$ cat config.mk
export PLATFORM = sky130hd
export DESIGN_NAME = branch_predictor
export DESIGN_NICKNAME = d
export VERILOG_FILES = /design/src/common/bp_pkg.sv /design/src/common/bp_update_if.sv /design/src/direction/bimodal.sv /design/src/direction/gshare.sv /design/src/direction/predictor_selector.sv /design/src/hdl/branch_predictor.sv /design/src/hdl/btb.sv /design/src/hdl/pre_decoder.sv /design/src/hdl/ras.sv
export SDC_FILE = /design/constraint.sdc
export NUM_CORES = 2
export LEC_CHECK = 0
export BUFFER_PORTS_ARGS = -buffer_cell sky130_fd_sc_hd__buf_2
export CAP_MARGIN = 20
export CORE_ASPECT_RATIO = 1.5
export CORE_MARGIN = 5
export CORE_UTILIZATION = 25
export DETAILED_ROUTE_END_ITERATION = 6
export GPL_TIMING_DRIVEN = 0
export PLACE_DENSITY_LB_ADDON = 0.1
export SETUP_SLACK_MARGIN = 0.05
export SYNTH_ARGS = -nofsm -noshare
export SYNTH_HDL_FRONTEND = slang
export SYNTH_SLANG_ARGS = --single-unit
export TNS_END_PERCENT = 5
$ cat constraint.sdc
create_clock -name clock -period 7.1 [get_ports clock]
set_input_delay 1.42 -clock clock [delete_from_list [all_inputs] [get_ports clock]]
set_output_delay 1.42 -clock clock [all_outputs]
set_load 0.02 [all_outputs]
$ cat src/common/bp_pkg.sv
`default_nettype none

package bp_pkg;

    localparam int FETCH_WIDTH  = 2;
    localparam int HISTORY_BITS = 4;
    localparam int BTB_ENTRIES  = 16;
    localparam int PHT_ENTRIES  = 16;
    localparam int RAS_DEPTH    = 4;

    localparam int BTB_IDX_BITS = $clog2(BTB_ENTRIES);
    localparam int BTB_TAG_BITS = 32 - 2 - BTB_IDX_BITS;  // PC above the index bits
    localparam int PHT_IDX_BITS = $clog2(PHT_ENTRIES);
    localparam int RAS_PTR_BITS = $clog2(RAS_DEPTH);

    localparam logic [1:0] CTR_WEAK_NT = 2'b01;

    localparam logic [6:0] OPC_BRANCH = 7'b1100011;
    localparam logic [6:0] OPC_JAL    = 7'b1101111;
    localparam logic [6:0] OPC_JALR   = 7'b1100111;

    typedef logic [31:0] addr_t;

    // One instruction word seen as I-format or J-format
    typedef union packed {
        struct packed {
            logic [11:0] imm;
            logic [4:0]  rs1;
            logic [2:0]  funct3;
            logic [4:0]  rd;
            logic [6:0]  opcode;
        } i;
        struct packed {
            logic        imm_20;
            logic [9:0]  imm_10_1;
            logic        imm_11;
            logic [7:0]  imm_19_12;
            logic [4:0]  rd;
            logic [6:0]  opcode;
        } j;
    } inst_t;

    // Two-bit saturating counter step
    function automatic logic [1:0] ctr_next(input logic [1:0] ctr, input logic up);
        if (up) begin
            return (ctr == 2'b11) ? ctr : ctr + 2'd1;
        end
        return (ctr == 2'b00) ? ctr : ctr - 2'd1;
    endfunction

endpackage

`default_nettype wire

$ cat src/common/bp_update_if.sv
`timescale 1ns/1ps
`default_nettype none

// Execute-stage resolution, one entry per slot
interface bp_update_if;
    logic [bp_pkg::FETCH_WIDTH-1:0]                         ex_valid;
    logic [bp_pkg::FETCH_WIDTH-1:0]                         taken;
    bp_pkg::addr_t [bp_pkg::FETCH_WIDTH-1:0]                branch_pc;
    bp_pkg::addr_t [bp_pkg::FETCH_WIDTH-1:0]                target_pc;
    logic [bp_pkg::FETCH_WIDTH-1:0][bp_pkg::HISTORY_BITS-1:0] history;  // As sent at fetch
    logic [bp_pkg::FETCH_WIDTH-1:0]                         gshare_pred;
    logic [bp_pkg::FETCH_WIDTH-1:0]                         bi_pred;

    modport src (
        output ex_valid, taken, branch_pc, target_pc, history, gshare_pred, bi_pred
    );

    modport sink (
        input ex_valid, taken, branch_pc, target_pc, history, gshare_pred, bi_pred
    );
endinterface

`default_nettype wire

$ cat src/direction/bimodal.sv
`timescale 1ns/1ps
`default_nettype none

module bimodal (
    input  logic                                    clock,
    input  logic                                    rst_n_i,
    input  bp_pkg::addr_t [bp_pkg::FETCH_WIDTH-1:0] if_pc_i,
    bp_update_if.sink                               upd,
    output logic [bp_pkg::FETCH_WIDTH-1:0]          pred_o
);
    logic [1:0] pht [bp_pkg::PHT_ENTRIES];

    always_comb begin
        for (int s = 0; s < bp_pkg::FETCH_WIDTH; s++) begin
            pred_o[s] = pht[if_pc_i[s][bp_pkg::PHT_IDX_BITS+1:2]][1];  // Upper bit is taken
        end
    end

    always_ff @(posedge clock) begin
        if (!rst_n_i) begin
            for (int e = 0; e < bp_pkg::PHT_ENTRIES; e++) begin
                pht[e] <= bp_pkg::CTR_WEAK_NT;
            end
        end else begin
            for (int s = 0; s < bp_pkg::FETCH_WIDTH; s++) begin
                if (upd.ex_valid[s]) begin
                    pht[upd.branch_pc[s][bp_pkg::PHT_IDX_BITS+1:2]] <= bp_pkg::ctr_next(
                        pht[upd.branch_pc[s][bp_pkg::PHT_IDX_BITS+1:2]], upd.taken[s]);
                end
            end
        end
    end

endmodule

`default_nettype wire

$ cat src/direction/gshare.sv
`timescale 1ns/1ps
`default_nettype none

module gshare (
    input  logic                                    clock,
    input  logic                                    rst_n_i,
    input  bp_pkg::addr_t [bp_pkg::FETCH_WIDTH-1:0] if_pc_i,
    input  logic [bp_pkg::FETCH_WIDTH-1:0]          cond_branch_i,
    input  logic [bp_pkg::FETCH_WIDTH-1:0]          sel_pred_i,
    bp_update_if.sink                               upd,
    input  logic [bp_pkg::FETCH_WIDTH-1:0]          mispredict_i,
    output logic [bp_pkg::FETCH_WIDTH-1:0]          pred_o,
    output logic [bp_pkg::FETCH_WIDTH-1:0][bp_pkg::HISTORY_BITS-1:0] history_o
);
    logic [1:0]                      pht [bp_pkg::PHT_ENTRIES];
    logic [bp_pkg::HISTORY_BITS-1:0] ghr, ghr_next;
    logic [bp_pkg::PHT_IDX_BITS-1:0] upd_idx [bp_pkg::FETCH_WIDTH];

    // History as each slot sees it, then as it leaves the group
    always_comb begin
        ghr_next = ghr;
        for (int s = 0; s < bp_pkg::FETCH_WIDTH; s++) begin
            history_o[s] = ghr_next;
            pred_o[s]    = pht[if_pc_i[s][bp_pkg::PHT_IDX_BITS+1:2]
                               ^ ghr_next[bp_pkg::PHT_IDX_BITS-1:0]][1];
            if (cond_branch_i[s]) begin
                ghr_next = {ghr_next[bp_pkg::HISTORY_BITS-2:0], sel_pred_i[s]};
            end
        end
    end

    always_comb begin
        for (int s = 0; s < bp_pkg::FETCH_WIDTH; s++) begin
            upd_idx[s] = upd.branch_pc[s][bp_pkg::PHT_IDX_BITS+1:2]
                       ^ upd.history[s][bp_pkg::PHT_IDX_BITS-1:0];
        end
    end

    always_ff @(posedge clock) begin
        if (!rst_n_i) begin
            ghr <= '0;
            for (int e = 0; e < bp_pkg::PHT_ENTRIES; e++) begin
                pht[e] <= bp_pkg::CTR_WEAK_NT;
            end
        end else begin
            ghr <= ghr_next;
            // Restore from the lowest mispredicting slot
            for (int s = bp_pkg::FETCH_WIDTH - 1; s >= 0; s--) begin
                if (upd.ex_valid[s] && mispredict_i[s]) begin
                    ghr <= {upd.history[s][bp_pkg::HISTORY_BITS-2:0], upd.taken[s]};
                end
            end
            for (int s = 0; s < bp_pkg::FETCH_WIDTH; s++) begin
                if (upd.ex_valid[s]) begin
                    pht[upd_idx[s]] <= bp_pkg::ctr_next(pht[upd_idx[s]], upd.taken[s]);
                end
            end
        end
    end

endmodule

`default_nettype wire

$ cat src/direction/predictor_selector.sv
`timescale 1ns/1ps
`default_nettype none

module predictor_selector (
    input  logic                                    clock,
    input  logic                                    rst_n_i,
    input  bp_pkg::addr_t [bp_pkg::FETCH_WIDTH-1:0] if_pc_i,
    bp_update_if.sink                               upd,
    input  logic [bp_pkg::FETCH_WIDTH-1:0]          gshare_correct_i,
    input  logic [bp_pkg::FETCH_WIDTH-1:0]          bimodal_correct_i,
    output logic [bp_pkg::FETCH_WIDTH-1:0]          use_gshare_o
);
    logic [1:0] chooser [bp_pkg::PHT_ENTRIES];  // High half prefers gshare

    always_comb begin
        for (int s = 0; s < bp_pkg::FETCH_WIDTH; s++) begin
            use_gshare_o[s] = chooser[if_pc_i[s][bp_pkg::PHT_IDX_BITS+1:2]][1];
        end
    end

    // Trains only when the two predictors disagree on correctness
    always_ff @(posedge clock) begin
        if (!rst_n_i) begin
            for (int e = 0; e < bp_pkg::PHT_ENTRIES; e++) begin
                chooser[e] <= bp_pkg::CTR_WEAK_NT;
            end
        end else begin
            for (int s = 0; s < bp_pkg::FETCH_WIDTH; s++) begin
                if (upd.ex_valid[s] && (gshare_correct_i[s] != bimodal_correct_i[s])) begin
                    chooser[upd.branch_pc[s][bp_pkg::PHT_IDX_BITS+1:2]] <= bp_pkg::ctr_next(
                        chooser[upd.branch_pc[s][bp_pkg::PHT_IDX_BITS+1:2]],
                        gshare_correct_i[s]);
                end
            end
        end
    end

endmodule

`default_nettype wire

$ cat src/hdl/branch_predictor.sv
`timescale 1ns/1ps
`default_nettype none

module branch_predictor (
    input  logic                                               clock,
    input  logic                                               rst_n_i,
    input  bp_pkg::addr_t [bp_pkg::FETCH_WIDTH-1:0]            if_pc_i,
    input  bp_pkg::inst_t [bp_pkg::FETCH_WIDTH-1:0]            inst_i,
    input  logic [bp_pkg::FETCH_WIDTH-1:0]                     if_valid_i,
    input  logic [bp_pkg::FETCH_WIDTH-1:0]                     ex_is_branch_i,
    input  logic [bp_pkg::FETCH_WIDTH-1:0]                     ex_taken_i,
    input  bp_pkg::addr_t [bp_pkg::FETCH_WIDTH-1:0]            ex_branch_pc_i,
    input  bp_pkg::addr_t [bp_pkg::FETCH_WIDTH-1:0]            ex_target_pc_i,
    input  logic [bp_pkg::FETCH_WIDTH-1:0][bp_pkg::HISTORY_BITS-1:0] ex_history_i,
    input  logic [bp_pkg::FETCH_WIDTH-1:0]                     ex_gshare_pred_i,
    input  logic [bp_pkg::FETCH_WIDTH-1:0]                     ex_bi_pred_i,
    output bp_pkg::addr_t [bp_pkg::FETCH_WIDTH-1:0]            next_pc_o,
    output logic                                               take_branch_o,
    output logic [bp_pkg::FETCH_WIDTH-1:0]                     gshare_pred_o,
    output logic [bp_pkg::FETCH_WIDTH-1:0]                     bi_pred_o,
    output logic [bp_pkg::FETCH_WIDTH-1:0][bp_pkg::HISTORY_BITS-1:0] history_o
);
    logic [bp_pkg::FETCH_WIDTH-1:0] cond_branch, jump, call, ret;
    logic [bp_pkg::FETCH_WIDTH-1:0] btb_hit;
    bp_pkg::addr_t [bp_pkg::FETCH_WIDTH-1:0] btb_target;
    logic [bp_pkg::FETCH_WIDTH-1:0] use_gshare, pred_taken;
    logic [bp_pkg::FETCH_WIDTH-1:0] branch_req, branch_gnt, jump_gnt, call_gnt, ret_gnt;
    logic [bp_pkg::FETCH_WIDTH-1:0] gshare_correct, bimodal_correct, gshare_mispred;
    logic ras_push, ras_pop;
    bp_pkg::addr_t link_pc, ras_top;

    bp_update_if upd ();

    // Lowest requesting slot wins
    function automatic logic [bp_pkg::FETCH_WIDTH-1:0] first_slot(
        input logic [bp_pkg::FETCH_WIDTH-1:0] req
    );
        logic [bp_pkg::FETCH_WIDTH-1:0] gnt;
        logic found;
        gnt   = '0;
        found = 1'b0;
        for (int s = 0; s < bp_pkg::FETCH_WIDTH; s++) begin
            if (req[s] && !found) begin
                gnt[s] = 1'b1;
                found  = 1'b1;
            end
        end
        return gnt;
    endfunction

    assign upd.ex_valid    = ex_is_branch_i;
    assign upd.taken       = ex_taken_i;
    assign upd.branch_pc   = ex_branch_pc_i;
    assign upd.target_pc   = ex_target_pc_i;
    assign upd.history     = ex_history_i;
    assign upd.gshare_pred = ex_gshare_pred_i;
    assign upd.bi_pred     = ex_bi_pred_i;

    assign gshare_correct  = ~(upd.gshare_pred ^ upd.taken);
    assign bimodal_correct = ~(upd.bi_pred ^ upd.taken);
    assign gshare_mispred  = upd.ex_valid & ~gshare_correct;

    assign pred_taken = (use_gshare & gshare_pred_o) | (~use_gshare & bi_pred_o);

    always_comb begin
        for (int s = 0; s < bp_pkg::FETCH_WIDTH; s++) begin
            branch_req[s] = ret[s]
                          || ((jump[s] || call[s]) && btb_hit[s])
                          || (cond_branch[s] && btb_hit[s] && pred_taken[s]);
        end
    end

    assign branch_gnt    = first_slot(branch_req);
    assign jump_gnt      = first_slot(jump | call);
    assign call_gnt      = first_slot(call);
    assign ret_gnt       = first_slot(ret);
    assign take_branch_o = rst_n_i && (|branch_gnt);  // Quiet in reset

    // Return stack control
    assign ras_push = |call_gnt;
    assign ras_pop  = |ret_gnt;

    always_comb begin
        link_pc = '0;
        for (int s = 0; s < bp_pkg::FETCH_WIDTH; s++) begin
            if (call_gnt[s]) link_pc = if_pc_i[s] + 32'd4;
        end
    end

    always_comb begin
        for (int s = 0; s < bp_pkg::FETCH_WIDTH; s++) begin
            next_pc_o[s] = if_pc_i[s] + 32'd4;
            if (ret_gnt[s]) begin
                next_pc_o[s] = ras_top;
            end else if (if_valid_i[s] && btb_hit[s] && (pred_taken[s] || jump_gnt[s])) begin
                next_pc_o[s] = btb_target[s];
            end
        end
    end

    for (genvar s = 0; s < bp_pkg::FETCH_WIDTH; s++) begin : g_decode
        pre_decoder u_pre_decoder (
            .inst_i       (inst_i[s]),
            .valid_i      (if_valid_i[s]),
            .cond_branch_o(cond_branch[s]),
            .jump_o       (jump[s]),
            .call_o       (call[s]),
            .ret_o        (ret[s])
        );
    end

    btb u_btb (
        .clock   (clock),
        .rst_n_i (rst_n_i),
        .if_pc_i (if_pc_i),
        .upd     (upd.sink),
        .hit_o   (btb_hit),
        .target_o(btb_target)
    );

    gshare u_gshare (
        .clock        (clock),
        .rst_n_i      (rst_n_i),
        .if_pc_i      (if_pc_i),
        .cond_branch_i(cond_branch),
        .sel_pred_i   (pred_taken),
        .upd          (upd.sink),
        .mispredict_i (gshare_mispred),
        .pred_o       (gshare_pred_o),
        .history_o    (history_o)
    );

    bimodal u_bimodal (
        .clock  (clock),
        .rst_n_i(rst_n_i),
        .if_pc_i(if_pc_i),
        .upd    (upd.sink),
        .pred_o (bi_pred_o)
    );

    predictor_selector u_selector (
        .clock            (clock),
        .rst_n_i          (rst_n_i),
        .if_pc_i          (if_pc_i),
        .upd              (upd.sink),
        .gshare_correct_i (gshare_correct),
        .bimodal_correct_i(bimodal_correct),
        .use_gshare_o     (use_gshare)
    );

    ras u_ras (
        .clock    (clock),
        .rst_n_i  (rst_n_i),
        .push_i   (ras_push),
        .pop_i    (ras_pop),
        .link_pc_i(link_pc),
        .top_o    (ras_top)
    );

endmodule

`default_nettype wire

$ cat src/hdl/btb.sv
`timescale 1ns/1ps
`default_nettype none

module btb (
    input  logic                                    clock,
    input  logic                                    rst_n_i,
    input  bp_pkg::addr_t [bp_pkg::FETCH_WIDTH-1:0] if_pc_i,
    bp_update_if.sink                               upd,
    output logic [bp_pkg::FETCH_WIDTH-1:0]          hit_o,
    output bp_pkg::addr_t [bp_pkg::FETCH_WIDTH-1:0] target_o
);
    logic [bp_pkg::BTB_ENTRIES-1:0]  valid;
    logic [bp_pkg::BTB_TAG_BITS-1:0] tag    [bp_pkg::BTB_ENTRIES];
    bp_pkg::addr_t                   target [bp_pkg::BTB_ENTRIES];

    // Two read ports
    always_comb begin
        for (int s = 0; s < bp_pkg::FETCH_WIDTH; s++) begin
            hit_o[s] = valid[if_pc_i[s][bp_pkg::BTB_IDX_BITS+1:2]]
                    && (tag[if_pc_i[s][bp_pkg::BTB_IDX_BITS+1:2]]
                        == if_pc_i[s][31:bp_pkg::BTB_IDX_BITS+2]);
            target_o[s] = target[if_pc_i[s][bp_pkg::BTB_IDX_BITS+1:2]];
        end
    end

    always_ff @(posedge clock) begin
        if (!rst_n_i) begin
            valid <= '0;
        end else begin
            for (int s = 0; s < bp_pkg::FETCH_WIDTH; s++) begin
                if (upd.ex_valid[s] && upd.taken[s]) begin
                    valid[upd.branch_pc[s][bp_pkg::BTB_IDX_BITS+1:2]] <= 1'b1;
                end
            end
        end
    end

    // Later slot overwrites on a shared index
    always_ff @(posedge clock) begin
        for (int s = 0; s < bp_pkg::FETCH_WIDTH; s++) begin
            if (upd.ex_valid[s] && upd.taken[s]) begin
                tag[upd.branch_pc[s][bp_pkg::BTB_IDX_BITS+1:2]] <=
                    upd.branch_pc[s][31:bp_pkg::BTB_IDX_BITS+2];
                target[upd.branch_pc[s][bp_pkg::BTB_IDX_BITS+1:2]] <= upd.target_pc[s];
            end
        end
    end

endmodule

`default_nettype wire

$ cat src/hdl/pre_decoder.sv
`timescale 1ns/1ps
`default_nettype none

module pre_decoder (
    input  bp_pkg::inst_t inst_i,
    input  logic          valid_i,
    output logic          cond_branch_o,
    output logic          jump_o,
    output logic          call_o,
    output logic          ret_o
);
    logic is_jal, link_ra, is_ret;

    assign is_jal  = inst_i.j.opcode == bp_pkg::OPC_JAL;
    assign link_ra = inst_i.j.rd == 5'd1;  // ra

    // jalr x0, 0(ra)
    assign is_ret = (inst_i.i.opcode == bp_pkg::OPC_JALR)
                 && (inst_i.i.funct3 == 3'd0)
                 && (inst_i.i.rd == 5'd0)
                 && (inst_i.i.rs1 == 5'd1)
                 && (inst_i.i.imm == 12'd0);

    assign cond_branch_o = valid_i && (inst_i.i.opcode == bp_pkg::OPC_BRANCH);
    assign jump_o        = valid_i && is_jal && !link_ra;
    assign call_o        = valid_i && is_jal && link_ra;
    assign ret_o         = valid_i && is_ret;

endmodule

`default_nettype wire

$ cat src/hdl/ras.sv
`timescale 1ns/1ps
`default_nettype none

module ras (
    input  logic          clock,
    input  logic          rst_n_i,
    input  logic          push_i,
    input  logic          pop_i,
    input  bp_pkg::addr_t link_pc_i,
    output bp_pkg::addr_t top_o
);
    logic [bp_pkg::RAS_PTR_BITS-1:0] ptr;      // Next free entry
    logic [bp_pkg::RAS_PTR_BITS-1:0] top_ptr;
    bp_pkg::addr_t                   stack [bp_pkg::RAS_DEPTH];

    assign top_ptr = ptr - 1'b1;
    assign top_o   = stack[top_ptr];

    // Pointer wraps, so a full stack loses its oldest entry
    always_ff @(posedge clock) begin
        if (!rst_n_i) begin
            ptr <= '0;
            for (int e = 0; e < bp_pkg::RAS_DEPTH; e++) begin
                stack[e] <= '0;
            end
        end else if (push_i && pop_i) begin
            stack[top_ptr] <= link_pc_i;  // Replace top
        end else if (push_i) begin
            stack[ptr] <= link_pc_i;
            ptr        <= ptr + 1'b1;
        end else if (pop_i) begin
            ptr <= top_ptr;
        end
    end

endmodule

`default_nettype wire

==> results.sh <==
export IMPL_status="complete, but fails checks"
export IMPL_violations="design-rule violations, negative setup slack"
export IMPL_finalWorstSetupSlack_ps=-412
export IMPL_relSlewSlack_pct=16.7
export IMPL_hold_viol_final=0
export IMPL_ys_flop_type="edfxtp_1"
export IMPL_pin_count=353
export IMPL_arrival_ps=6090
export IMPL_peakVddDrop_mv=0.164
export IMPL_finalNetCount=5882
export IMPL_crit_fanout=10
export IMPL_leakagePower_nw=28.9
export IMPL_cts_sinks=1174
export IMPL_dieHeight_um=666
export IMPL_overflow=0
export IMPL_critical_path_class="primary input to output port"
export IMPL_rr_startpoint="u_ras.ptr[0]"
export IMPL_p_int_mw=13.2
export IMPL_power_share_clock_pct=40.4
export IMPL_place_congestion=0.928
export IMPL_worst_path_buf_inv=7
export IMPL_yosys_register_bits=1174
export IMPL_routed_via_density=5.56
export IMPL_hold_buffers=0
export IMPL_hp_class="flop to flop"
export IMPL_firstDrtPassIters=7
export IMPL_drtIter0Drc=5929
export IMPL_reg2reg_depth=9
export IMPL_die_w_um=447
export IMPL_synth_edf_count=1152
export IMPL_wl_per_cell_um=42.9
export IMPL_startpoint="if_pc_i[35]"
export IMPL_pwr_share_comb_pct=16.7
export IMPL_p_switching_mw=5.26
export IMPL_synth_area_um2=71600
export IMPL_async_reset_ff_share_pct=0
export IMPL_cp_slowest_cell="a211oi_2"
export IMPL_crit_chain="buf_2 > buf_12 > buf_12 > buf_16 > mux4_2 > a22o_1 > a221oi_4 > xor2_1 > o2111ai_1 > nor4_2 > nand4_1 > a311oi_4 > buf_12 > buf_6 > nor3_1 > a211oi_2 > buf_4"
export IMPL_maxCapViolCount=0
export IMPL_clk_latency_ps=830
export IMPL_ys_seq_area_share_pct=48.9
export IMPL_fmax_mhz=133
export IMPL_cp_endpoint="next_pc_o[54]"
export IMPL_rsz0062_at_grt="true"
export IMPL_power_share_sequential_pct=42.9
export IMPL_fillers=28233
export IMPL_syn_inst=4858
export IMPL_port_buffers=334
export IMPL_period_needed_ps=7510
export IMPL_fin_crit_sh_pct=106
export IMPL_num_vias=52801
export IMPL_crit_path_start_kind="primary input"
export IMPL_antenna_found_initial=99
export IMPL_coreArea_um2=285000
export IMPL_layout_common_cells="edfxtp_1, mux2_2, mux4_2, nor2_1, buf_2"
export IMPL_pre_cts_ws_ps=-2990
export IMPL_crit_cells=17
export IMPL_cts_max_level=4
export IMPL_r2r_end="u_ras.stack[1][16]"
export IMPL_cp_common_cell="buf_12"
export IMPL_num_rows=240
export IMPL_critPathRequiredTime_ps=5680
export IMPL_die_area_um2=297000
export IMPL_setup_viol=35
export IMPL_cts_tree="built"
export IMPL_grtUsageTotal_pct=26.6
export IMPL_crit_family="compound AO/OA/AOI/OAI gates"
export IMPL_power_density_nw_per_um2=207
export IMPL_clk_pin_slew_ps=60
export IMPL_drc=5
export IMPL_syn_num_nets=5138
export IMPL_drt_wl_total_um=407000
export IMPL_syn_area_per_cell_um2=14.7
export IMPL_drv_slew=0
export IMPL_r2r_setup_slack_ps=3240
export IMPL_cts_root_buffer_cell="clkbuf_16"
export IMPL_cts_buffers=147
export IMPL_dp_hpwl_um=312000
export IMPL_first_global_vias=52829
export IMPL_crit_path_end_kind="output port"
export IMPL_clk_path_buf_depth=4
export IMPL_ys_warn_count=0
export IMPL_worstMarginPinSlew_ps=1250
export IMPL_clock_skew_ps=45.3
export IMPL_start_util_pct=25.1
export IMPL_cpPeakStageDelay_ps=600
export IMPL_power_total_mw=18.4
export IMPL_layout_commonest_cell="edfxtp_1"
export IMPL_netlist_cell_type_count=71
export IMPL_p_sw_share_pct=28.5
export IMPL_grt_pass1_wl_um=526000
export IMPL_layout_drive_gt1_share_pct=47.5
export IMPL_drtAntennaViolNets=0
export IMPL_grt_max_degree=25
export IMPL_area_growth_pct=24.7
[worst reg2reg max path, cell delays in order, from the launching register on]
cell and delay [ps]:
dfxtp_1 380, buf_1 790, buf_1 440, buf_8 220, nand3b_1 120, o21ai_0 100, nand3_1 290, clkbuf_1 560
nand2_2 360, buf_12 310
[repair_timing]
action	in CTS	in global routing
buffers inserted	35	13
pin swaps	58	21
resized for setup	375	86
cloned	3	3
endpoints found under the setup margin	65	65
[state kept, by name, indices dropped and copies added, names as in the netlist]
register and count:
u_btb.tag 416, u_gshare.pht 32, u_selector.chooser 32, u_ras.stack 128, u_btb.target 512, u_ras.ptr 2, u_gshare.ghr 4, u_bimodal.pht 32
u_btb.valid 16
[worst min path at each step]
stage / startpoint / to / slack, ps / depth (start not counted)
2_1_floorplan: u_btb.valid[10] / u_btb.valid[10] / 450 / 2
3_3_place_gp: u_btb.valid[12] / u_btb.valid[12] / 470 / 2
3_5_place_dp: u_btb.valid[10] / u_btb.valid[10] / 480 / 2
4_1_cts: u_btb.valid[10] / u_btb.valid[10] / 490 / 2
5_1_grt: u_btb.valid[11] / u_btb.valid[11] / 520 / 2
6_report: u_btb.valid[10] / u_btb.valid[10] / 490 / 2
[cells by family (layout without fill, tap and decap cells)]
family          count (synthesis)  count (layout)  synth area share, %
mux                          1705            1705                 36.9
flops                        1174            1174                 48.9
simple gates                  957             957                 6.15
buf+inv                       540            1380                 3.04
compound gates                340             340                 3.25
xor+xnor                      129             129                 1.58
fa+ha+maj                      13              13                0.196
other cells                     0              41                    0
[cell usage after synthesis (6+ instances only)]
| cell | instances | area [µm²] |
|---|---|---|
| inv_1 | 48 | 180 |
| edfxtp_1 | 1152 | 34600 |
| o211ai_1 | 28 | 210 |
| dfxtp_1 | 22 | 440 |
| buf_2 | 45 | 225 |
| and2_1 | 9 | 56.3 |
| mux4_2 | 652 | 14700 |
| and3_1 | 34 | 213 |
| mux2_2 | 943 | 10600 |
| a21oi_1 | 50 | 250 |
| nand2b_1 | 25 | 156 |
| nand3b_1 | 6 | 45.0 |
| o31ai_1 | 17 | 128 |
| buf_1 | 80 | 300 |
| o22ai_1 | 37 | 231 |
| a211o_1 | 11 | 96.3 |
| or3_1 | 14 | 87.6 |
| a22o_1 | 16 | 140 |
| buf_6 | 8 | 90.1 |
| nor4_1 | 38 | 238 |
| nand4_1 | 37 | 231 |
| nand2_1 | 243 | 912 |
| nor2b_1 | 12 | 75.1 |
| xnor2_1 | 80 | 701 |
| nand3_1 | 71 | 355 |
| or2_2 | 16 | 100 |
| nor2_1 | 369 | 1390 |
| buf_4 | 8 | 60.1 |
| a22oi_1 | 59 | 443 |
| nor3_1 | 44 | 220 |
| xor2_1 | 49 | 429 |
| o21ai_0 | 31 | 155 |
| a31oi_1 | 44 | 275 |
| maj3_1 | 9 | 90.1 |
| a211oi_1 | 15 | 113 |
| mux2i_1 | 110 | 1100 |
| nor3b_1 | 15 | 113 |
| clkbuf_1 | 347 | 1300 |
[power by group through the flow]
stage	clock, mW	combinational (mW)	sequential [mW]
6_report	7.46	3.08	7.91
3_5_place_dp	0	2.89	8.06
4_1_cts	7.57	3.03	7.91
3_3_place_gp	0	2.77	8.09
5_1_grt	7.82	3.16	7.93
2_1_floorplan	0	1.49	8.02
[layer usage]
layer / GRT usage [%] / up-vias / part of all wire (%)
li1: - / 21081 / -
met1: 31.3 / 28165 / 37
met2: 45.1 / 2719 / 49
met3: 5.89 / 780 / 7.6
met4: 14.7 / 56 / 6.9
met5: 0 / - / 0.088
[metrics by stage]
step | hold slack, ps | util, % | TNS, ps | instances | instance area [µm²]
final | 494 | 31.3 | -7760 | 9490 | 89300
after global routing | 525 | 31.3 | -4950 | 9461 | 89200
after floorplan | 452 | - | -22220 | 4858 | 71600
after CTS | 494 | 31.1 | -5480 | 9428 | 88500
after global placement | 466 | 27.4 | -8235520 | 8943 | 78000
after detailed placement | 479 | 28.8 | -157950 | 9146 | 82200
[final cells by class]
class / count / area [µm²] / share of cell area, %
multi-input combinational: 3144 / 35600 / 39.8
clock inverter: 60 / 499 / 0.559
buffer: 487 / 2870 / 3.21
inverter: 51 / 196 / 0.220
tap: 3751 / 4690 / 5.26
antenna: 41 / 103 / 0.115
clock buffer: 185 / 3900 / 4.37
sequential: 1174 / 35000 / 39.2
timing repair buffer: 597 / 6400 / 7.17
Note: power is estimated with default switching activity, not from simulation.
